[config.mk]
export PLATFORM = sky130hd
export DESIGN_NAME = ls_apb_master_flat
export DESIGN_NICKNAME = d
export VERILOG_FILES = /design/src/ls_pkg.sv /design/src/ls_sub_unit_if.sv /design/src/ls_apb_master.sv /design/src/flat_wrapper.sv
export SDC_FILE = /design/constraint.sdc
export NUM_CORES = 1
export LEC_CHECK = 0
export BUFFER_PORTS_ARGS = -buffer_cell sky130_fd_sc_hd__buf_2
export CAP_MARGIN = 10
export CORE_ASPECT_RATIO = 0.9
export CORE_MARGIN = 5
export CORE_UTILIZATION = 25
export DETAILED_ROUTE_END_ITERATION = 10
export PLACE_DENSITY = 0.54
export SLEW_MARGIN = 20
export SYNTH_ARGS = -nofsm -noshare
export SYNTH_HDL_FRONTEND = slang
export SYNTH_SLANG_ARGS = --single-unit
[constraint.sdc]
create_clock -name clk -period 4.36 [get_ports clk]
set_input_delay 0.218 -clock clk [delete_from_list [all_inputs] [get_ports clk]]
set_output_delay 0.218 -clock clk [all_outputs]
set_load 0.01 [all_outputs]
[src/ls_pkg.sv]
// load/store unit shared types, function codes and address map
`default_nettype none

package ls_pkg;

    // data path width
    localparam int xlen = 32;

    // effective address bits 31..28 that route to the scratch memory
    localparam logic [3:0] scratch_region = 4'h0;

    // risc-v style funct3 whose low two bits give the access size
    typedef enum logic [2:0] {
        fn3_b  = 3'b000,
        fn3_h  = 3'b001,
        fn3_w  = 3'b010,
        fn3_bu = 3'b100,
        fn3_hu = 3'b101
    } ls_fn3_e;

    // sub-unit chosen by address region
    typedef enum logic {
        unit_scratch = 1'b0,
        unit_bus     = 1'b1
    } ls_unit_e;

    // input queue entry
    typedef struct packed {
        logic                load;
        logic                store;
        ls_fn3_e             fn3;
        logic [xlen-1:0]     base;
        logic signed [11:0]  offset;
        logic [xlen-1:0]     store_data;
    } ls_req_t;

endpackage

`default_nettype wire

[src/ls_sub_unit_if.sv]
// request and return signals between issue logic, one memory sub-unit and the return path
`timescale 1ns/1ns
`default_nettype none

interface ls_sub_unit_if;

    // issue side
    logic                     new_request;
    logic [ls_pkg::xlen-1:0]  addr;
    logic                     load;
    logic                     store;
    logic [3:0]               be;
    logic [ls_pkg::xlen-1:0]  data_in;

    // sub-unit side with data_out zero outside data_valid
    logic                     ready;
    logic                     data_valid;
    logic [ls_pkg::xlen-1:0]  data_out;

    modport issue (output new_request, addr, load, store, be, data_in, input ready);
    modport unit (input new_request, addr, load, store, be, data_in,
                  output ready, data_valid, data_out);
    modport ret (input data_valid, data_out);

endinterface

`default_nettype wire

[src/ls_apb_master.sv]
// APB master carrying one sub-unit request at a time to the external bus
`timescale 1ns/1ns
`default_nettype none

module ls_apb_master (
    input  logic                    clk,
    input  logic                    rst,
    output logic [ls_pkg::xlen-1:0] paddr,
    output logic                    psel,
    output logic                    penable,
    output logic                    pwrite,
    output logic [ls_pkg::xlen-1:0] pwdata,
    output logic [3:0]              pstrb,
    input  logic [ls_pkg::xlen-1:0] prdata,
    input  logic                    pready,
    ls_sub_unit_if.unit             port
);

    typedef enum logic [1:0] {
        apb_idle,
        apb_setup,
        apb_access
    } apb_state_e;

    apb_state_e              state;
    logic [ls_pkg::xlen-1:0] addr_q;
    logic [ls_pkg::xlen-1:0] wdata_q;
    logic [ls_pkg::xlen-1:0] rdata_q;
    logic [3:0]              strb_q;
    logic                    write_q;
    logic                    valid_q;
    logic                    take;
    logic                    done;

    assign take = port.new_request && (state == apb_idle);
    assign done = (state == apb_access) && pready;

    always_ff @(posedge clk) begin
        if (rst) begin
            state   <= apb_idle;
            valid_q <= 1'b0;
        end else begin
            valid_q <= done & ~write_q;
            case (state)
                apb_idle:   if (take) state <= apb_setup;
                apb_setup:  state <= apb_access;
                apb_access: if (pready) state <= apb_idle;
                default:    state <= apb_idle;
            endcase
        end
    end

    // request held for the whole transfer
    always_ff @(posedge clk) begin
        if (take) begin
            addr_q  <= {port.addr[ls_pkg::xlen-1:2], 2'b00};
            wdata_q <= port.data_in;
            strb_q  <= port.be;
            write_q <= port.store;
        end
        if (done && !write_q)
            rdata_q <= prdata;
    end

    assign paddr   = addr_q;
    assign psel    = (state != apb_idle);
    assign penable = (state == apb_access);
    assign pwrite  = write_q;
    assign pwdata  = wdata_q;
    assign pstrb   = strb_q;

    // next request only once the bus is free
    assign port.ready      = (state == apb_idle);
    assign port.data_valid = valid_q;
    assign port.data_out   = valid_q ? rdata_q : '0;

endmodule

`default_nettype wire

[src/flat_wrapper.sv]
// flat-port wrapper written by rule: the top's interface ports become plain ports
module ls_apb_master_flat 
  (clk, rst, paddr, psel, penable, pwrite, pwdata, pstrb, prdata, pready, port_new_request, port_addr, port_load, port_store, port_be, port_data_in, port_ready, port_data_valid, port_data_out);
  ls_sub_unit_if port_i ();
  input  logic clk;
  input  logic rst;
  output logic [ls_pkg::xlen-1:0] paddr;
  output logic psel;
  output logic penable;
  output logic pwrite;
  output logic [ls_pkg::xlen-1:0] pwdata;
  output logic [3:0] pstrb;
  input  logic [ls_pkg::xlen-1:0] prdata;
  input  logic pready;
  input wire logic [$bits(port_i.new_request)-1:0] port_new_request;
  input wire logic [$bits(port_i.addr)-1:0] port_addr;
  input wire logic [$bits(port_i.load)-1:0] port_load;
  input wire logic [$bits(port_i.store)-1:0] port_store;
  input wire logic [$bits(port_i.be)-1:0] port_be;
  input wire logic [$bits(port_i.data_in)-1:0] port_data_in;
  output wire logic [$bits(port_i.ready)-1:0] port_ready;
  output wire logic [$bits(port_i.data_valid)-1:0] port_data_valid;
  output wire logic [$bits(port_i.data_out)-1:0] port_data_out;
  assign port_i.new_request = port_new_request;
  assign port_i.addr = port_addr;
  assign port_i.load = port_load;
  assign port_i.store = port_store;
  assign port_i.be = port_be;
  assign port_i.data_in = port_data_in;
  assign port_ready = port_i.ready;
  assign port_data_valid = port_i.data_valid;
  assign port_data_out = port_i.data_out;
  ls_apb_master u_core (.clk(clk), .rst(rst), .paddr(paddr), .psel(psel), .penable(penable), .pwrite(pwrite), .pwdata(pwdata), .pstrb(pstrb), .prdata(prdata), .pready(pready), .port(port_i));
endmodule
==> impl_metrics.env <==
export IMPL_run_status="finished, final reports clean"
export IMPL_h_tree_depth=3
export IMPL_finalWirelength_um=8050
export IMPL_synthAdderAreaFrac_pct=0
export IMPL_gp_routability_congestion=0.693
export IMPL_synth_simple_gate_area_share_pct=7.80
export IMPL_insertedDiodeCount=0
export IMPL_synth_seq_cells=102
export IMPL_clock_path_buffers=2
export IMPL_initial_core_util_pct=25.3
export IMPL_grt_pass1_vias=2250
export IMPL_relSlewSlack_pct=41.9
export IMPL_grt_antenna_before_repair=0
export IMPL_drive_above_1_share_pct=59.9
export IMPL_synth_largest_area_cell="edfxtp_1"
export IMPL_detail_route_vias_per_cell=3.93
export IMPL_gr_usage_met2_pct=14.9
export IMPL_synthesis_yosys_warnings=0
export IMPL_globalRouteOverflowTotal=0
export IMPL_chipHeight_um=120
export IMPL_power_leakage_uw=0.00212
export IMPL_fp_coreArea_um2=13200
export IMPL_numCtsBuffers=9
export IMPL_drc_errors=0
export IMPL_cp_end_kind="output port"
export IMPL_synth_top_family_by_area="simple AND/OR/NAND/NOR gates"
export IMPL_finalCriticalPeriod_ns=1.77
export IMPL_die_width_um=132
export IMPL_synth_compound_gate_area_share_pct=0.225
export IMPL_cts_resized=0
export IMPL_cp_required_ns=4.14
export IMPL_criticalPathCategory="flip-flop to output port"
export IMPL_avgSynthCellArea_um2=22.3
export IMPL_yosys_mux_area_fraction_pct=0
export IMPL_crit_path_dat_ns=1.55
export IMPL_use_met3_pct=5.95
export IMPL_number_of_placement_rows=40
export IMPL_area_sequential_um2=3030
export IMPL_maxClockFrequency_mhz=566
export IMPL_cell_count_after_synthesis=150
export IMPL_netlist_top_cells_area="edfxtp_1, and2_1, dfxtp_1"
export IMPL_cts_reportedPaths_clkPinSlew_ns=0.07
export IMPL_final_antenna_net_count=0
export IMPL_tritoncts="done"
export IMPL_power_per_standard_cell_area_nw_per_um2=427
export IMPL_post_route_clock_skew_ns=0.00414
export IMPL_slew_viol_final=0
export IMPL_vdd_ir_drop_max_v=0.000304
export IMPL_hold_viol=0
export IMPL_top_level_ports=211
export IMPL_rsz0062_at_grt="false"
export IMPL_grt_pass1_wl_um=12300
export IMPL_worst_path_max_fanout=33
export IMPL_grt_util_all_layers_pct=10.2
export IMPL_clock_sink_count=102
export IMPL_xor_xnor_cell_area_share_of_the_yosys_netlist_pct=0
export IMPL_setup_worst_path_start_class="flip-flop"
export IMPL_layout_nets=470
export IMPL_synth_cell_type_count=14
export IMPL_nFillCells=1302
export IMPL_multi_input_comb_area_um2=282
export IMPL_drtPass1Iterations=6
export IMPL_post_cts_hold_buffer_count=0
export IMPL_holdCritPathClass="input pin to flip-flop"
export IMPL_max_cap_violations=0
export IMPL_die_area_um2=15800
export IMPL_timing_final_crit_share_pct=40.5
export IMPL_worst_slew_pin_slew_ns=0.872
export IMPL_grt_max_degree=69
export IMPL_detailroute_via_count=2111
export IMPL_finalSetupTns_ns=0
export IMPL_top_usage_layer_grt="met2"
export IMPL_clock_root_buffer_master="clkbuf_16"
export IMPL_routed_wire_length_per_instance_um=15.0
export IMPL_post_cts_setup_buffers=0
export IMPL_finalCoreUtilization_pct=36.8
export IMPL_worstSkewPairLatency_ns=0.34
export IMPL_first_iter_violations=81
export IMPL_synth_cell_area_um2=3340
export IMPL_grt_use_met1_pct=12.1
export IMPL_syn_to_final_growth_pct=45.7
export IMPL_netlist_area_leader_share_pct=89.1
export IMPL_place_hpwl_um=6180
export IMPL_share_of_the_yosys_chip_area_belonging_to_registers_pct=90.9
export IMPL_io_buffer_count=205
export IMPL_timing_final_setup_violations=0
registers in the layout, indices dropped and copies added (netlist names):
register and flops:
u_core.pwrite 1, u_core.pwdata 32, u_core.state 2, u_core.pstrb 4, u_core.rdata_q 32, u_core.port.data_valid 1, u_core.paddr 30
path summary, 6_finish.rpt:
path                            cells past startpoint  slack, ns            endpoint                    from
worst min-delay path                                1       0.05   u_core.pwdata[26]        port_data_in[26]
worst max register to register                      2       2.60  u_core.rdata_q[28]           u_core.pwrite
worst max-delay path                                2       2.59   port_data_out[28]  u_core.port.data_valid
worst min register to register                      2       0.66     u_core.state[1]         u_core.state[0]
report_power, final:
part / leakage, uW / internal (uW) / switching [uW]
combinational: 0.00102 / 65.0 / 80.2
clock: 0.000141 / 450 / 334
sequential: 0.000954 / 1130 / 12.8
per-layer routing:
layer | vias to the layer above | share of wire, %
met4 | 0 | 1.7
li1 | 982 | -
met2 | 147 | 45
met5 | - | 0
met1 | 974 | 40
met3 | 8 | 14
worst max-delay path: stages, from the launching register on:
cell	delay (ns)
dfxtp_1	0.84
and2_1	0.24
buf_2	0.13
cell families (layout without fill, tap and decap cells):
group           count (synthesis)  count (layout)
simple gates                   40              40
flops                         102             102
buf+inv                         6             224
compound gates                  1               1
other cells                     1               2
stage by stage:
stage | hold WS [ns] | instance area [um^2] | cells | worst slack (ns) | total power [uW]
after global routing | 0.0214 | 4860 | 537 | 2.42 | 2180
after detailed placement | 0.396 | 4570 | 521 | 2.55 | 1320
after CTS | 0.0238 | 4860 | 537 | 2.52 | 2120
final | 0.0480 | 4860 | 537 | 2.59 | 2080
after floorplan | 0.290 | 3340 | 151 | 0.894 | 1220
after global placement | 0.394 | 4570 | 521 | 2.59 | 1310
final cells by class:
class	count	area share (%)
Inverter	1	0.0772
Sequential cell	102	62.4
Multi-Input combinational cell	43	5.79
Clock buffer	12	4.86
Tap cell	168	4.32
Timing Repair Buffer	207	21.4
Clock inverter	4	1.16
cells in the mapped netlist:
master     n
edfxtp_1  99
and2_1    32
clkbuf_2   3
dfxtp_1    3
buf_4      2
nor2_1     2
nor2b_1    2
a21o_1     1
and2b_1    1
and4bb_1   1
conb_1     1
inv_1      1
nor3b_1    1
nor3b_2    1
placed cells by master, fill, tap and decap left out:
master	instances
and4bb_1	1
bufinv_16	1
and2b_1	1
nor3b_4	1
a21o_1	1
clkinv_4	2
clkbuf_1	3
nor2b_1	2
conb_1	2
buf_2	205
and2_1	32
edfxtp_1	99
inv_1	1
nor2_1	2
inv_6	1
buf_4	2
dfxtp_1	3
clkbuf_16	9
nor3b_1	1
Power figures use the tool's default switching activity.
