### src/ls_pkg.sv
// load/store unit shared types, function codes and address map
`default_nettype none

package ls_pkg;

    // data path width
    localparam int xlen = 32;

    // effective address bits 31..28 that route to the scratch memory
    localparam logic [3:0] scratch_region = 4'h0;

    // risc-v style funct3 whose low two bits give the access size
    typedef enum logic [2:0] {
        fn3_b  = 3'b000,
        fn3_h  = 3'b001,
        fn3_w  = 3'b010,
        fn3_bu = 3'b100,
        fn3_hu = 3'b101
    } ls_fn3_e;

    // sub-unit chosen by address region
    typedef enum logic {
        unit_scratch = 1'b0,
        unit_bus     = 1'b1
    } ls_unit_e;

    // input queue entry
    typedef struct packed {
        logic                load;
        logic                store;
        ls_fn3_e             fn3;
        logic [xlen-1:0]     base;
        logic signed [11:0]  offset;
        logic [xlen-1:0]     store_data;
    } ls_req_t;

endpackage

`default_nettype wire

### src/ls_sub_unit_if.sv
// request and return signals between issue logic, one memory sub-unit and the return path
`timescale 1ns/1ns
`default_nettype none

interface ls_sub_unit_if;

    // issue side
    logic                     new_request;
    logic [ls_pkg::xlen-1:0]  addr;
    logic                     load;
    logic                     store;
    logic [3:0]               be;
    logic [ls_pkg::xlen-1:0]  data_in;

    // sub-unit side with data_out zero outside data_valid
    logic                     ready;
    logic                     data_valid;
    logic [ls_pkg::xlen-1:0]  data_out;

    modport issue (output new_request, addr, load, store, be, data_in, input ready);
    modport unit (input new_request, addr, load, store, be, data_in,
                  output ready, data_valid, data_out);
    modport ret (input data_valid, data_out);

endinterface

`default_nettype wire

### src/ls_load_return.sv
// load data merge, lane alignment, sign extension and two-entry result buffer
`timescale 1ns/1ns
`default_nettype none

module ls_load_return (
    input  logic                    clk,
    input  logic                    rst,
    input  logic                    load_push,
    input  ls_pkg::ls_fn3_e         load_fn3,
    input  logic [1:0]              load_byte_addr,
    input  logic                    result_ready,
    output logic                    result_valid,
    output logic [ls_pkg::xlen-1:0] result_data,
    output logic                    result_taken,
    ls_sub_unit_if.ret              scratch,
    ls_sub_unit_if.ret              bus
);

    ls_pkg::ls_fn3_e         attr_fn3 [2];
    logic [1:0]              attr_addr [2];
    logic                    attr_wr;
    logic                    attr_rd;
    logic                    data_valid;
    logic [ls_pkg::xlen-1:0] raw_data;
    logic [7:0]              byte_lane;
    logic [15:0]             half_lane;
    logic [ls_pkg::xlen-1:0] final_data;
    logic [ls_pkg::xlen-1:0] slot0;
    logic [ls_pkg::xlen-1:0] slot1;
    logic [1:0]              res_count;

    // attribute ring with depth bounded by the in-flight limit
    always_ff @(posedge clk) begin
        if (load_push) begin
            attr_fn3[attr_wr]  <= load_fn3;
            attr_addr[attr_wr] <= load_byte_addr;
        end
    end

    always_ff @(posedge clk) begin
        if (rst) begin
            attr_wr <= 1'b0;
            attr_rd <= 1'b0;
        end else begin
            if (load_push)
                attr_wr <= ~attr_wr;
            if (data_valid)
                attr_rd <= ~attr_rd;
        end
    end

    // idle units drive zero
    assign data_valid = scratch.data_valid | bus.data_valid;
    assign raw_data   = scratch.data_out | bus.data_out;

    assign byte_lane = raw_data[attr_addr[attr_rd]*8 +: 8];
    assign half_lane = attr_addr[attr_rd][1] ? raw_data[31:16] : raw_data[15:0];

    always_comb begin
        case (attr_fn3[attr_rd])
            ls_pkg::fn3_b:  final_data = {{24{byte_lane[7]}}, byte_lane};
            ls_pkg::fn3_h:  final_data = {{16{half_lane[15]}}, half_lane};
            ls_pkg::fn3_bu: final_data = {24'd0, byte_lane};
            ls_pkg::fn3_hu: final_data = {16'd0, half_lane};
            default:        final_data = raw_data;
        endcase
    end

    assign result_valid = (res_count != 2'd0);
    assign result_data  = slot0;
    assign result_taken = result_valid & result_ready;

    // slot0 is the head and slot1 fills only behind a waiting head
    always_ff @(posedge clk) begin
        if (data_valid && (res_count == 2'd0 || (res_count == 2'd1 && result_taken)))
            slot0 <= final_data;
        else if (result_taken)
            slot0 <= slot1;
        if (data_valid && (res_count == 2'd1 || res_count == 2'd2) &&
            !(res_count == 2'd1 && result_taken))
            slot1 <= final_data;
    end

    always_ff @(posedge clk) begin
        if (rst)
            res_count <= 2'd0;
        else if (data_valid && !result_taken)
            res_count <= res_count + 2'd1;
        else if (result_taken && !data_valid)
            res_count <= res_count - 2'd1;
    end

endmodule

`default_nettype wire

### src/flat_wrapper.sv
// flat-port wrapper written by rule: the top's interface ports become plain ports
module ls_load_return_flat 
  (clk, rst, load_push, load_fn3, load_byte_addr, result_ready, result_valid, result_data, result_taken, scratch_data_valid, scratch_data_out, bus_data_valid, bus_data_out);
  ls_sub_unit_if scratch_i ();
  ls_sub_unit_if bus_i ();
  input  logic clk;
  input  logic rst;
  input  logic load_push;
  input  ls_pkg::ls_fn3_e load_fn3;
  input  logic [1:0] load_byte_addr;
  input  logic result_ready;
  output logic result_valid;
  output logic [ls_pkg::xlen-1:0] result_data;
  output logic result_taken;
  input wire logic [$bits(scratch_i.data_valid)-1:0] scratch_data_valid;
  input wire logic [$bits(scratch_i.data_out)-1:0] scratch_data_out;
  input wire logic [$bits(bus_i.data_valid)-1:0] bus_data_valid;
  input wire logic [$bits(bus_i.data_out)-1:0] bus_data_out;
  assign scratch_i.data_valid = scratch_data_valid;
  assign scratch_i.data_out = scratch_data_out;
  assign bus_i.data_valid = bus_data_valid;
  assign bus_i.data_out = bus_data_out;
  ls_load_return u_core (.clk(clk), .rst(rst), .load_push(load_push), .load_fn3(load_fn3), .load_byte_addr(load_byte_addr), .result_ready(result_ready), .result_valid(result_valid), .result_data(result_data), .result_taken(result_taken), .scratch(scratch_i), .bus(bus_i));
endmodule
### config.mk
export PLATFORM = sky130hd
export DESIGN_NAME = ls_load_return_flat
export DESIGN_NICKNAME = d
export VERILOG_FILES = /design/src/ls_pkg.sv /design/src/ls_sub_unit_if.sv /design/src/ls_load_return.sv /design/src/flat_wrapper.sv
export SDC_FILE = /design/constraint.sdc
export NUM_CORES = 1
export LEC_CHECK = 0
export ABC_AREA = 0
export BUFFER_PORTS_ARGS = -buffer_cell sky130_fd_sc_hd__buf_4
export CORE_MARGIN = 2
export CORE_UTILIZATION = 53
export CTS_CLUSTER_DIAMETER = 40
export DETAILED_ROUTE_END_ITERATION = 8
export PLACE_DENSITY = 0.91
export SYNTH_ARGS = -nofsm -noshare
export SYNTH_HDL_FRONTEND = slang
export SYNTH_SLANG_ARGS = --single-unit
### constraint.sdc
create_clock -name clk -period 3.3 [get_ports clk]
set_input_delay 0.165 -clock clk [delete_from_list [all_inputs] [get_ports clk]]
set_output_delay 0.165 -clock clk [all_outputs]
set_load 0.03 [all_outputs]
==> results.txt <==
Worst path bufs/invs: 1
XOR/XNOR Fraction of Synth Area: 0.867%
VDD IR-drop max: 0.826 mV
Pre-antenna DRT Iters: 5
Cell Chain, Critical Path: buf_4, mux2i_2, mux2_4, o22ai_2, o21bai_2, nand2_1
1st-iter DRT viols: 348
Max stage delay cell, worst path: dfxtp_1
Clock insertion delay at the later pin of the skew report: 360 ps
Run status: finished, final reports clean
Mean Syn Cell Area: 11.3 µm²
Detailed Place HPWL: 7.46 mm
Clk pin slew, worst setup/hold paths: 90 ps
Post-cts resize count: 0
Largest fanout on the critical path: 16
Routed len/inst: 17.5 µm
Setup slack, reg-to-reg: 890 ps
Post-synthesis simple-gate area fraction: 13.3%
ANT cells: 0
Layout area overhead: 28.5%
I/O pin cnt: 109
WP data required: 3390 ps
WL met2: 5.13 mm
Met1 Wirelength: 4.11 mm
Post-CTS Setup Repair Bufs: 0
Mux contribution to synthesized area: 7.03%
Largest delay share family, worst path: compound AO/OA/AOI/OAI gates
Commonest non-fill, non-tap cells in the layout: buf_4, edfxtp_1, nor2_1
CTS tree: done
Worst-case clock buffer depth: 2
Final ANT Viol Nets: 0
Final setup violation count: 0
Htree depth: 3
Clock buffer count from CTS: 9
Share of layout cells above drive strength 1: 35.2%
Global-route wire length before repair: 15.8 mm
Row cnt: 31
Syn Inst Count: 358
Dominant cell type by area after synthesis: edfxtp_1
Fin worst setup slack: 892 ps
Min-Delay Path Class: in -> reg
Yosys cell types: 45
Total number of vias: 3381
Top-area cell type share of the netlist area: 55.0%
Worst slew pin tran: 1050 ps
I/O Buffers: 108
Leading cell type in the layout, fill and taps excluded: buf_4
Hold Path Origin: load_push
Crit path arrival time: 2490 ps
Flops & latches, synth: 79
Post-CTS Hold Buffers: 6
Initial Utilization: 55.1%
Area share of fa/ha/maj cells after synthesis: 0.929%
Synth area leaders: edfxtp_1, o21ai_0, nor2_1, nand2_1, mux2i_1
FILL cells: 515
Post-Place Cells: 557
Synth Area in Compound Gates: 17.3%
Leakage power: 2.05 nW
PwrDens: 872 mW/mm²
Crit-path max cell delay: 570 ps
Grt total ovfl: 0
Clk sink count: 79
RD Place Congestion: 0.862
Syn nets: 436
Post-route DRC: 0
Setup CP Type: reg -> reg
CTS root buf: clkbuf_8
Die area: 0.00834 mm²
Place WS: 928 ps
Fin cells: 579
Clock skew: 7.76 ps
TNS Setup: 0 ps
Final #Nets: 553
Post-synthesis sequential area ratio: 57.5%
Crit. End Element: flop
Core box area: 0.00733 mm²
Synth warn: 0
Via-to-Cell Ratio: 5.84
Vias in the first global route: 3373
Slew Viols, Final: 0
Post-Route WL: 10.1 mm
Hold Fails Final Rpt: 0
Unrepaired setup endpoints after global routing: no
Die Width: 91.3 µm
Maxcap violations: 0
Met3 WL: 622 µm
Initial antenna violation count: 0
Top Metal Used: met4
Fmax: 415 MHz
Cell Area, Synth: 0.00404 mm²
Largest net degree at the start of global routing: 37
Main combinational cell family by area after synthesis: compound AO/OA/AOI/OAI gates
Final worst path period share: 73.0%
Critical path launch point type: flop
Slew margin rel.: 29.6%
Fin crit period: 2410 ps
Die H: 91.3 µm
Total track usage: 24.6%
routing by layer:
layer | GRT usage [%] | vias up
li1 | - | 1583
met1 | 30.5 | 1611
met2 | 42.0 | 161
met3 | 4.23 | 26
met4 | 11.1 | 0
met5 | 0 | -
state kept, by name, summed over array words and instances (netlist names), named ones only:
signal,cells
u_core.attr_fn3,6
u_core.slot1,32
u_core.attr_wr,1
u_core.res_count,2
u_core.attr_addr,4
u_core.result_data,32
u_core.attr_rd,1
synth_stat cells (all sizes together):
| library cell | number |
|---|---|
| ha | 3 |
| o32ai | 2 |
| o21bai | 2 |
| or2 | 1 |
| o311ai | 2 |
| nand2b | 3 |
| buf | 9 |
| nor2b | 3 |
| xor2 | 3 |
| a2111oi | 1 |
| and3 | 1 |
| nor2 | 47 |
| o311a | 2 |
| a31oi | 15 |
| nand2 | 36 |
| and2 | 1 |
| nor3 | 11 |
| edfxtp | 74 |
| o21ai | 41 |
| nand3 | 14 |
| clkbuf | 7 |
| a221oi | 1 |
| inv | 5 |
| o22ai | 10 |
| mux2i | 13 |
| a21oi | 27 |
| nor3b | 3 |
| dfxtp | 5 |
| xnor2 | 1 |
| mux2 | 12 |
| or3 | 1 |
| a221o | 2 |
final timing paths:
| path | to | depth (start not counted) |
|---|---|---|
| min reg2reg | u_core.res_count[1]$_SDFFE_PP0P_ | 2 |
| min | u_core.attr_wr$_SDFFE_PP0P_ | 3 |
| max reg2reg | u_core.slot1[17]$_DFFE_PP_ | 6 |
| max | u_core.slot1[17]$_DFFE_PP_ | 6 |
power breakdown:
part | internal (W) | total, W | leakage (nW) | switching (W)
Sequential | 0.00170 | 0.00182 | 0.748 | 0.000126
Combinational | 0.000716 | 0.00204 | 1.21 | 0.00132
Clock | 0.000282 | 0.000664 | 0.0870 | 0.000382
worst register-to-register path: cells and delay by family, from the launching register on:
| kind | cells | cell delay (ps) |
|---|---|---|
| compound gates | 2 | 640 |
| simple gates | 1 | 120 |
| buf+inv | 1 | 270 |
| flops | 1 | 570 |
| mux | 2 | 540 |
area by class of cell:
cell class / count / area [µm²] / area share [%]
Inverter: 5 / 18.8 / 0.362
Clock buffer: 9 / 124 / 2.39
Sequential cell: 79 / 2320 / 44.7
Multi-Input combinational cell: 258 / 1620 / 31.1
Tap cell: 99 / 124 / 2.39
Clock inverter: 7 / 55.1 / 1.06
Timing Repair Buffer: 122 / 931 / 17.9
cell families (layout without fill, tap and decap cells):
kind of cell,count (synthesis),in the layout
multiplexers,25,25
AO/OA/AOI/OAI,105,105
buffers and inverters,21,143
XOR/XNOR,4,4
AND/OR/NAND/NOR,121,121
adder cells (fa/ha/maj),3,3
flip-flops,79,79
through the flow:
step                hold slack [ps]  instance area (µm²)  total power (W)  utilization, %
floorplan                       237                 4040          0.00319               -
global placement                350                 4950          0.00380            67.6
detailed placement              353                 4950          0.00387            67.6
CTS                            87.6                 5190          0.00453            70.8
global route                    123                 5190          0.00474            70.8
finish                         87.5                 5190          0.00453            70.8
No activity file was read; power rests on OpenSTA's default activity.
