`config.mk`:
```
export PLATFORM = sky130hd
export DESIGN_NAME = ls_issue_flat
export DESIGN_NICKNAME = d
export VERILOG_FILES = /design/src/ls_pkg.sv /design/src/ls_sub_unit_if.sv /design/src/ls_issue.sv /design/src/flat_wrapper.sv
export SDC_FILE = /design/constraint.sdc
export NUM_CORES = 1
export LEC_CHECK = 0
export BUFFER_PORTS_ARGS = -buffer_cell sky130_fd_sc_hd__buf_2
export CORE_MARGIN = 4
export CORE_UTILIZATION = 55
export DETAILED_ROUTE_END_ITERATION = 10
export PLACE_DENSITY = 0.78
export SYNTH_ARGS = -nofsm -noshare
export SYNTH_HDL_FRONTEND = slang
export SYNTH_SLANG_ARGS = --single-unit
```
`constraint.sdc`:
```
create_clock -name clk -period 9.7 [get_ports clk]
set_input_delay 1.94 -clock clk [delete_from_list [all_inputs] [get_ports clk]]
set_output_delay 1.94 -clock clk [all_outputs]
set_load 0.05 [all_outputs]
```
`src/ls_pkg.sv`:
```
// load/store unit shared types, function codes and address map
`default_nettype none

package ls_pkg;

    // data path width
    localparam int xlen = 32;

    // effective address bits 31..28 that route to the scratch memory
    localparam logic [3:0] scratch_region = 4'h0;

    // risc-v style funct3 whose low two bits give the access size
    typedef enum logic [2:0] {
        fn3_b  = 3'b000,
        fn3_h  = 3'b001,
        fn3_w  = 3'b010,
        fn3_bu = 3'b100,
        fn3_hu = 3'b101
    } ls_fn3_e;

    // sub-unit chosen by address region
    typedef enum logic {
        unit_scratch = 1'b0,
        unit_bus     = 1'b1
    } ls_unit_e;

    // input queue entry
    typedef struct packed {
        logic                load;
        logic                store;
        ls_fn3_e             fn3;
        logic [xlen-1:0]     base;
        logic signed [11:0]  offset;
        logic [xlen-1:0]     store_data;
    } ls_req_t;

endpackage

`default_nettype wire

```
`src/ls_sub_unit_if.sv`:
```
// request and return signals between issue logic, one memory sub-unit and the return path
`timescale 1ns/1ns
`default_nettype none

interface ls_sub_unit_if;

    // issue side
    logic                     new_request;
    logic [ls_pkg::xlen-1:0]  addr;
    logic                     load;
    logic                     store;
    logic [3:0]               be;
    logic [ls_pkg::xlen-1:0]  data_in;

    // sub-unit side with data_out zero outside data_valid
    logic                     ready;
    logic                     data_valid;
    logic [ls_pkg::xlen-1:0]  data_out;

    modport issue (output new_request, addr, load, store, be, data_in, input ready);
    modport unit (input new_request, addr, load, store, be, data_in,
                  output ready, data_valid, data_out);
    modport ret (input data_valid, data_out);

endinterface

`default_nettype wire

```
`src/ls_issue.sv`:
```
// input queue, effective address, alignment check, byte enables and sub-unit issue control
`timescale 1ns/1ns
`default_nettype none

module ls_issue #(
    parameter int queue_depth = 4
) (
    input  logic                    clk,
    input  logic                    rst,
    input  logic                    req_valid,
    output logic                    req_ready,
    input  logic                    req_load,
    input  logic                    req_store,
    input  ls_pkg::ls_fn3_e         req_fn3,
    input  logic [ls_pkg::xlen-1:0] req_base,
    input  logic signed [11:0]      req_offset,
    input  logic [ls_pkg::xlen-1:0] req_store_data,
    input  logic                    result_taken,
    output logic                    misaligned,
    output logic                    load_push,
    output ls_pkg::ls_fn3_e         load_fn3,
    output logic [1:0]              load_byte_addr,
    ls_sub_unit_if.issue            scratch,
    ls_sub_unit_if.issue            bus
);

    localparam int ptr_w = (queue_depth > 1) ? $clog2(queue_depth) : 1;
    localparam int cnt_w = $clog2(queue_depth + 1);

    ls_pkg::ls_req_t          queue_mem [queue_depth];
    ls_pkg::ls_req_t          push_entry;
    ls_pkg::ls_req_t          head;
    logic [ptr_w-1:0]         wr_ptr;
    logic [ptr_w-1:0]         rd_ptr;
    logic [cnt_w-1:0]         count;
    logic                     ready_en;
    logic                     push;
    logic                     pop;
    logic                     head_valid;
    logic [ls_pkg::xlen-1:0]  eff_addr;
    logic                     unaligned;
    ls_pkg::ls_unit_e         unit_sel;
    ls_pkg::ls_unit_e         last_unit;
    logic                     unit_ready;
    logic                     unit_stall;
    logic [1:0]               inflight;
    logic                     issue;
    logic                     drop;
    logic                     drop_q;
    logic [3:0]               be;
    logic [ls_pkg::xlen-1:0]  store_data;

    // queue write side
    assign push_entry = '{load: req_load, store: req_store, fn3: req_fn3, base: req_base,
                          offset: req_offset, store_data: req_store_data};
    assign req_ready  = ready_en && (count != cnt_w'(queue_depth));
    assign push       = req_valid & req_ready;
    assign pop        = issue | drop;
    assign head_valid = (count != '0);
    assign head       = queue_mem[rd_ptr];

    always_ff @(posedge clk) begin
        if (push)
            queue_mem[wr_ptr] <= push_entry;
    end

    always_ff @(posedge clk) begin
        if (rst) begin
            wr_ptr   <= '0;
            rd_ptr   <= '0;
            count    <= '0;
            ready_en <= 1'b0;
        end else begin
            // hold off requests for one cycle out of reset
            ready_en <= 1'b1;
            if (push)
                wr_ptr <= (wr_ptr == ptr_w'(queue_depth - 1)) ? '0 : wr_ptr + 1'b1;
            if (pop)
                rd_ptr <= (rd_ptr == ptr_w'(queue_depth - 1)) ? '0 : rd_ptr + 1'b1;
            if (push && !pop)
                count <= count + 1'b1;
            else if (pop && !push)
                count <= count - 1'b1;
        end
    end

    // base plus sign-extended offset
    assign eff_addr = head.base + {{(ls_pkg::xlen-12){head.offset[11]}}, head.offset};

    always_comb begin
        case (head.fn3)
            ls_pkg::fn3_h, ls_pkg::fn3_hu: unaligned = eff_addr[0];
            ls_pkg::fn3_w:                 unaligned = |eff_addr[1:0];
            default:                       unaligned = 1'b0;
        endcase
    end

    // region decode on the top nibble
    assign unit_sel   = (eff_addr[31:28] == ls_pkg::scratch_region) ? ls_pkg::unit_scratch
                                                                     : ls_pkg::unit_bus;
    assign unit_ready = (unit_sel == ls_pkg::unit_scratch) ? scratch.ready : bus.ready;
    // switching units with loads outstanding could reorder returns
    assign unit_stall = (unit_sel != last_unit) && (inflight != 2'd0);
    assign issue      = head_valid & ~unaligned & unit_ready & (inflight < 2'd2) & ~unit_stall;
    // one drop per two cycles keeps the pulse single
    assign drop       = head_valid & unaligned & ~drop_q;
    assign misaligned = drop;

    always_ff @(posedge clk) begin
        if (rst) begin
            inflight  <= 2'd0;
            last_unit <= ls_pkg::unit_scratch;
            drop_q    <= 1'b0;
        end else begin
            drop_q <= drop;
            if (issue)
                last_unit <= unit_sel;
            // load counted from issue until its result leaves the buffer
            if (load_push && !result_taken)
                inflight <= inflight + 2'd1;
            else if (result_taken && !load_push)
                inflight <= inflight - 2'd1;
        end
    end

    // byte enables only for stores
    always_comb begin
        be = 4'b0000;
        if (head.store) begin
            case (head.fn3[1:0])
                2'b00:   be[eff_addr[1:0]] = 1'b1;
                2'b01:   be = eff_addr[1] ? 4'b1100 : 4'b0011;
                default: be = 4'b1111;
            endcase
        end
    end

    // lane replication so any byte enable sees the right bits
    always_comb begin
        case (head.fn3[1:0])
            2'b00:   store_data = {4{head.store_data[7:0]}};
            2'b01:   store_data = {2{head.store_data[15:0]}};
            default: store_data = head.store_data;
        endcase
    end

    assign load_push      = issue & head.load;
    assign load_fn3       = head.fn3;
    assign load_byte_addr = eff_addr[1:0];

    assign scratch.new_request = issue & (unit_sel == ls_pkg::unit_scratch);
    assign scratch.addr        = eff_addr;
    assign scratch.load        = head.load;
    assign scratch.store       = head.store;
    assign scratch.be          = be;
    assign scratch.data_in     = store_data;

    assign bus.new_request = issue & (unit_sel == ls_pkg::unit_bus);
    assign bus.addr        = eff_addr;
    assign bus.load        = head.load;
    assign bus.store       = head.store;
    assign bus.be          = be;
    assign bus.data_in     = store_data;

endmodule

`default_nettype wire

```
`src/flat_wrapper.sv`:
```
// flat-port wrapper written by rule: the top's interface ports become plain ports
module ls_issue_flat 
#(
    parameter int queue_depth = 4
)
  (clk, rst, req_valid, req_ready, req_load, req_store, req_fn3, req_base, req_offset, req_store_data, result_taken, misaligned, load_push, load_fn3, load_byte_addr, scratch_new_request, scratch_addr, scratch_load, scratch_store, scratch_be, scratch_data_in, scratch_ready, bus_new_request, bus_addr, bus_load, bus_store, bus_be, bus_data_in, bus_ready);
  ls_sub_unit_if scratch_i ();
  ls_sub_unit_if bus_i ();
  input  logic clk;
  input  logic rst;
  input  logic req_valid;
  output logic req_ready;
  input  logic req_load;
  input  logic req_store;
  input  ls_pkg::ls_fn3_e req_fn3;
  input  logic [ls_pkg::xlen-1:0] req_base;
  input  logic signed [11:0] req_offset;
  input  logic [ls_pkg::xlen-1:0] req_store_data;
  input  logic result_taken;
  output logic misaligned;
  output logic load_push;
  output ls_pkg::ls_fn3_e load_fn3;
  output logic [1:0] load_byte_addr;
  output wire logic [$bits(scratch_i.new_request)-1:0] scratch_new_request;
  output wire logic [$bits(scratch_i.addr)-1:0] scratch_addr;
  output wire logic [$bits(scratch_i.load)-1:0] scratch_load;
  output wire logic [$bits(scratch_i.store)-1:0] scratch_store;
  output wire logic [$bits(scratch_i.be)-1:0] scratch_be;
  output wire logic [$bits(scratch_i.data_in)-1:0] scratch_data_in;
  input wire logic [$bits(scratch_i.ready)-1:0] scratch_ready;
  output wire logic [$bits(bus_i.new_request)-1:0] bus_new_request;
  output wire logic [$bits(bus_i.addr)-1:0] bus_addr;
  output wire logic [$bits(bus_i.load)-1:0] bus_load;
  output wire logic [$bits(bus_i.store)-1:0] bus_store;
  output wire logic [$bits(bus_i.be)-1:0] bus_be;
  output wire logic [$bits(bus_i.data_in)-1:0] bus_data_in;
  input wire logic [$bits(bus_i.ready)-1:0] bus_ready;
  assign scratch_new_request = scratch_i.new_request;
  assign scratch_addr = scratch_i.addr;
  assign scratch_load = scratch_i.load;
  assign scratch_store = scratch_i.store;
  assign scratch_be = scratch_i.be;
  assign scratch_data_in = scratch_i.data_in;
  assign scratch_i.ready = scratch_ready;
  assign bus_new_request = bus_i.new_request;
  assign bus_addr = bus_i.addr;
  assign bus_load = bus_i.load;
  assign bus_store = bus_i.store;
  assign bus_be = bus_i.be;
  assign bus_data_in = bus_i.data_in;
  assign bus_i.ready = bus_ready;
  ls_issue #(.queue_depth(queue_depth)) u_core (.clk(clk), .rst(rst), .req_valid(req_valid), .req_ready(req_ready), .req_load(req_load), .req_store(req_store), .req_fn3(req_fn3), .req_base(req_base), .req_offset(req_offset), .req_store_data(req_store_data), .result_taken(result_taken), .misaligned(misaligned), .load_push(load_push), .load_fn3(load_fn3), .load_byte_addr(load_byte_addr), .scratch(scratch_i), .bus(bus_i));
endmodule
```
==> results.cfg, run 1 <==
[status]
status = finished clean

[setup_path]
worstPathMaxFanout = 43
endpoint_kind = output port
rrSetupSlack_ns = 3.74
cp.arrival_ns = 5.76
worst-endpoint-required_ns = 7.76
start_kind = flop
path_class = reg -> out

[placement]
io_buffers = 236
dp_hpwl_um = 21200
gp_congestion = 0.897

[clocking]
cts.sinks = 338
cts_buffer_depth = 3
htree_levels = 2
cts_tree = yes
post_cts_buffers = 0
ctsHoldBuffers = 0
clk_pin_slew_ns = 0.06
cts.repair.resized = 0
clk_latency_ns = 0.51
cts_buffers = 35
clockRootBuffer = clkbuf_16

[route]
wirelength_um = 31700
firstDrtPassIters = 5
vias_per_cell = 5.96
drtIter0Drc = 635
wl_per_cell_um = 22.2
antenna_left = 0
drc = 0
vias = 8516

[hold_path]
min-delay-path-class = reg -> reg
worstHoldStart = u_core.rd_ptr[1]

[synthesis]
synthAdderAreaFrac_pct = 3.41
yosysWarnings = 0
synthFlopType = edfxtp_1
synth_top_area_share_pct = 64.3
ys_top_cells_by_area = edfxtp_1 64%, mux4_2 12%, buf_4 3.6%, ha_1 3.1%, dfxtp_1 1.9%
syn_nets = 1013
synth-simple-area-share_pct = 4.26
synth_cell_type_count = 69
avgSynthCellArea_um2 = 17.1
synth_xor_xnor_area_share_pct = 1.80
ys_ff_latch = 338
async_reset_ff_share_pct = 0
synthCells = 886
synth-seq-area-share_pct = 66.2
synth_top_area_cell = edfxtp_1
muxShareOfSynthArea_pct = 14.1
synth_top_family_by_area = multiplexers
netlist_area_um2 = 15100
synth_edf_count = 324
synth_compound_area_share_pct = 5.39

[layout]
syn2layout_area_growth_pct = 14.0
layout.nets = 1190
mostFrequentLayoutCells = 324 x edfxtp_1, 236 x buf_2, 81 x mux4_2, 38 x ha_1, 37 x nor2_1
layout_commonest_cell = edfxtp_1
fillers = 1930
drive_gt1_share_pct = 38.6

[timing]
fin_worst_skew_ns = 0.0104
slew_violations = 0
hold_viol = 0
min_period_over_period_pct = 79.4
rsz0062_at_grt = false
worst_pin_slew_ns = 0.890
fin_setup_tns_ns = 0
setup_viol = 0
maxSlewHeadroom_pct = 40.7
layout_min_cycle_time_ns = 7.70
max_freq_mhz = 130

[floorplanning]
die_w_um = 174
die_height_um = 174
rows = 60
dieArea_um2 = 30200
pin_count = 237
initial_core_util_pct = 56.0
coreArea_um2 = 27000

[grt]
grt_pass1_vias = 8718
grt_start_max_net_pins = 47
grt_pass1_wl_um = 49100
antenna_found_initial = 3
track_usage_pct = 20.8
gr-total-overflow = 0

[run]
drv_cap = 0
[cell usage after synthesis, types with 6 or more instances]
| cell | number |
|---|---|
| a21o_1 | 8 |
| a21oi_1 | 30 |
| and3_1 | 9 |
| buf_1 | 12 |
| buf_4 | 73 |
| clkbuf_1 | 11 |
| dfxtp_1 | 14 |
| edfxtp_1 | 324 |
| ha_1 | 38 |
| inv_1 | 13 |
| mux2_2 | 16 |
| mux2i_1 | 12 |
| mux4_2 | 81 |
| nand2_1 | 34 |
| nand3_1 | 15 |
| nor2_1 | 37 |
| nor3_1 | 6 |
| o211ai_1 | 6 |
| o21a_1 | 7 |
| o21ai_0 | 26 |
| xnor2_1 | 19 |
| xor2_1 | 12 |
[per-stage QoR]
| step | cells | hold slack [ns] | cell area [µm²] | util (%) | worst slack [ns] |
|---|---|---|---|---|---|
| 2_1_floorplan | 886 | 0.458 | 15100 | - | 0.225 |
| 3_3_place_gp | 1367 | 0.466 | 16100 | 59.7 | 2.48 |
| 3_5_place_dp | 1367 | 0.476 | 16100 | 59.7 | 2.45 |
| 4_1_cts | 1428 | 0.489 | 17200 | 63.8 | 1.86 |
| 5_1_grt | 1429 | 0.533 | 17200 | 63.8 | 1.38 |
| 6_report | 1429 | 0.485 | 17200 | 63.8 | 2.00 |
[per-layer routing]
| layer | GRT usage (%) | vias up | part of all wire, % |
|---|---|---|---|
| li1 | - | 3814 | - |
| met1 | 27.5 | 4306 | 40 |
| met2 | 35.9 | 348 | 51 |
| met3 | 4.23 | 44 | 7.6 |
| met4 | 4.72 | 4 | 1.5 |
| met5 | 0 | - | 0.076 |
[path summary, 6_finish.rpt]
path                                        end  cells past startpoint
worst min-delay path                       flop                      2
worst max register to register  u_core.count[2]                     20
worst max-delay path                  load_push                     12
worst min register to register             flop                      2
[state kept, by name, summed over array words and instances (netlist names), named ones only]
register	count
u_core.inflight	2
u_core.ready_en	1
u_core.wr_ptr	2
u_core.drop_q	1
u_core.last_unit	1
u_core.queue_mem	324
u_core.rd_ptr	2
u_core.count	3
[final cells by class]
| cell class | count | area, µm² | area share, % |
|---|---|---|---|
| flip-flops and latches | 338 | 10000 | 58.1 |
| multi-input cells | 432 | 4410 | 25.6 |
| repair buffers | 242 | 1230 | 7.11 |
| clock buffers | 43 | 927 | 5.38 |
| well taps | 341 | 427 | 2.48 |
| clock inverters | 18 | 176 | 1.02 |
| inverters | 14 | 52.6 | 0.305 |
| diodes | 1 | 2.50 | 0.0145 |
[worst max-delay path, stage by stage, from the launching register on]
cell       delay [ns]
dfxtp_4          0.94
buf_4            0.74
mux4_2           0.61
ha_1             0.44
a21oi_1          0.10
o21a_1           0.19
o21ai_1          0.23
a211oi_1         0.10
a2111oi_2        0.54
nor4_2           0.17
xnor2_1          0.16
a2111oi_0        0.63
buf_2            0.38
[kinds of logic (layout without fill, tap and decap cells)]
family / after synthesis / count (layout)
flops: 338 / 338
simple gates: 131 / 131
compound gates: 120 / 120
buf+inv: 116 / 317
mux: 110 / 110
fa+ha+maj: 40 / 40
xor+xnor: 31 / 31
other cells: 0 / 1
Power of run 1 is not shown: default switching activity piles up to over one toggle a cycle in this logic, so the estimate is an artifact.
==> inputs of run 2 (changes only) <==
==> constraint.sdc (replaced) <==
create_clock -name clk -period 7.2 [get_ports clk]
set_input_delay 1.44 -clock clk [delete_from_list [all_inputs] [get_ports clk]]
set_output_delay 1.44 -clock clk [all_outputs]
set_load 0.05 [all_outputs]
==> results.cfg, run 2 (synthesis gave the netlist of run 1 again) <==
[clocking]
clk_pin_slew_ns = 0.05
cts_buffers = 37
clockRootBuffer = clkbuf_16
ctsHoldBuffers = 0
cts_tree = yes
cts.repair.resized = 0
clk_latency_ns = 0.51
cts.sinks = 338
post_cts_buffers = 0
htree_levels = 2
cts_buffer_depth = 3

[run]
drv_cap = 0

[setup_path]
endpoint_kind = output port
rrSetupSlack_ns = 1.56
path_class = reg -> out
reg2regPathDepth = 19
worstPathMaxFanout = 26
max_stage_delay_ns = 0.86
worst-endpoint-required_ns = 5.76
cp.arrival_ns = 5.18
cp_top_family = compound AO/OA/AOI/OAI gates
path_cells = mux4_2, ha_1, nand4_1, nor2_1, nand3_1, a211oi_1, and4bb_2, o22ai_1, nor4_2, xnor2_1, a2111oi_4, buf_2
cp_num_buf_inv = 1
slowest_stage = mux4_2
r2r-end = u_core.count[2]
start_kind = flop

[timing]
worst_pin_slew_ns = 0.985
fin_ws_ns = 0.583
min_period_over_period_pct = 91.9
maxSlewHeadroom_pct = 34.4
hold_viol = 0
fin_hold_ws_ns = 0.487
fin_worst_skew_ns = 0.0129
rsz0062_at_grt = false
fin_setup_tns_ns = 0
slew_violations = 0
max_freq_mhz = 151
setup_viol = 0
layout_min_cycle_time_ns = 6.62

[grt]
grt_start_max_net_pins = 65
antenna_found_initial = 5
gr-total-overflow = 0
track_usage_pct = 21.8
grt_pass1_vias = 8964
grt_pass1_wl_um = 51600

[layout]
drive_gt1_share_pct = 38.8
layout_commonest_cell = edfxtp_1
largest_register_ffs = 324
top_register = u_core.queue_mem
design_area_um2 = 17300
layout.nets = 1195
syn2layout_area_growth_pct = 14.5
reg_top3 = u_core.queue_mem (324), u_core.count (3)
mostFrequentLayoutCells = 324 x edfxtp_1, 236 x buf_2, 81 x mux4_2, 38 x ha_1

[route]
vias = 8501
antenna_left = 0
firstDrtPassIters = 5
drtIter0Drc = 656
drc = 0
wirelength_um = 32900
wl_per_cell_um = 23.0
vias_per_cell = 5.94

[placement]
dp_hpwl_um = 22200
placed_cell_area_um2 = 16200
pre_cts_ws_ns = 1.06
io_buffers = 236
gp_congestion = 0.860

[hold_path]
worstHoldStart = u_core.inflight[1]
hold_depth = 2
min_to = u_core.inflight[1]
min-delay-path-class = reg -> reg

[floorplanning]
initial_core_util_pct = 56.0
rows = 60
die_w_um = 174
dieArea_um2 = 30200
pin_count = 237
coreArea_um2 = 27000
die_height_um = 174

[status]
status = finished clean
[run 2: how the worst max path moves through the flow]
| stage | start | endpoint | slack (ns) | depth (start not counted) |
|---|---|---|---|---|
| detailed placement | flop | load_push | 1.06 | 12 |
| CTS | flop | load_push | 0.50 | 13 |
| global placement | flop | load_push | 1.09 | 11 |
| global route | flop | load_push | 0.14 | 13 |
| finish | flop | load_push | 0.58 | 12 |
| floorplan | flop | load_push | 0.24 | 15 |
[run 2: area by class of cell]
| cell class | instances | area [µm²] |
|---|---|---|
| timing repair buffer | 245 | 1250 |
| fill | 1934 | 9710 |
| clock buffer | 45 | 966 |
| tap | 341 | 427 |
| inverter | 14 | 52.6 |
| sequential | 338 | 10000 |
| antenna | 1 | 2.50 |
| clock inverter | 15 | 160 |
| multi-input combinational | 432 | 4440 |
[run 2: worst min-delay path, delay by kind of cell, from the launching register on]
family / cells / cell delay (ns)
AOI/OAI and AO/OA: 2 / 0.13
DFF: 1 / 0.31
[run 2: stage by stage]
stage	std cells	utilization, %
after CTS	1430	64.0
final	1431	64.1
after global placement	1370	59.9
after detailed placement	1370	59.9
after floorplan	886	-
after global routing	1430	64.0
[run 2: per-layer routing]
metal	global-route usage (%)	share of wire, %	up-vias
met5	0	0.10	-
met4	5.28	2.3	8
met3	4.95	7.3	59
met2	37.2	50	318
met1	28.9	40	4299
li1	-	-	3817
Power of run 2 is left out for the same reason.
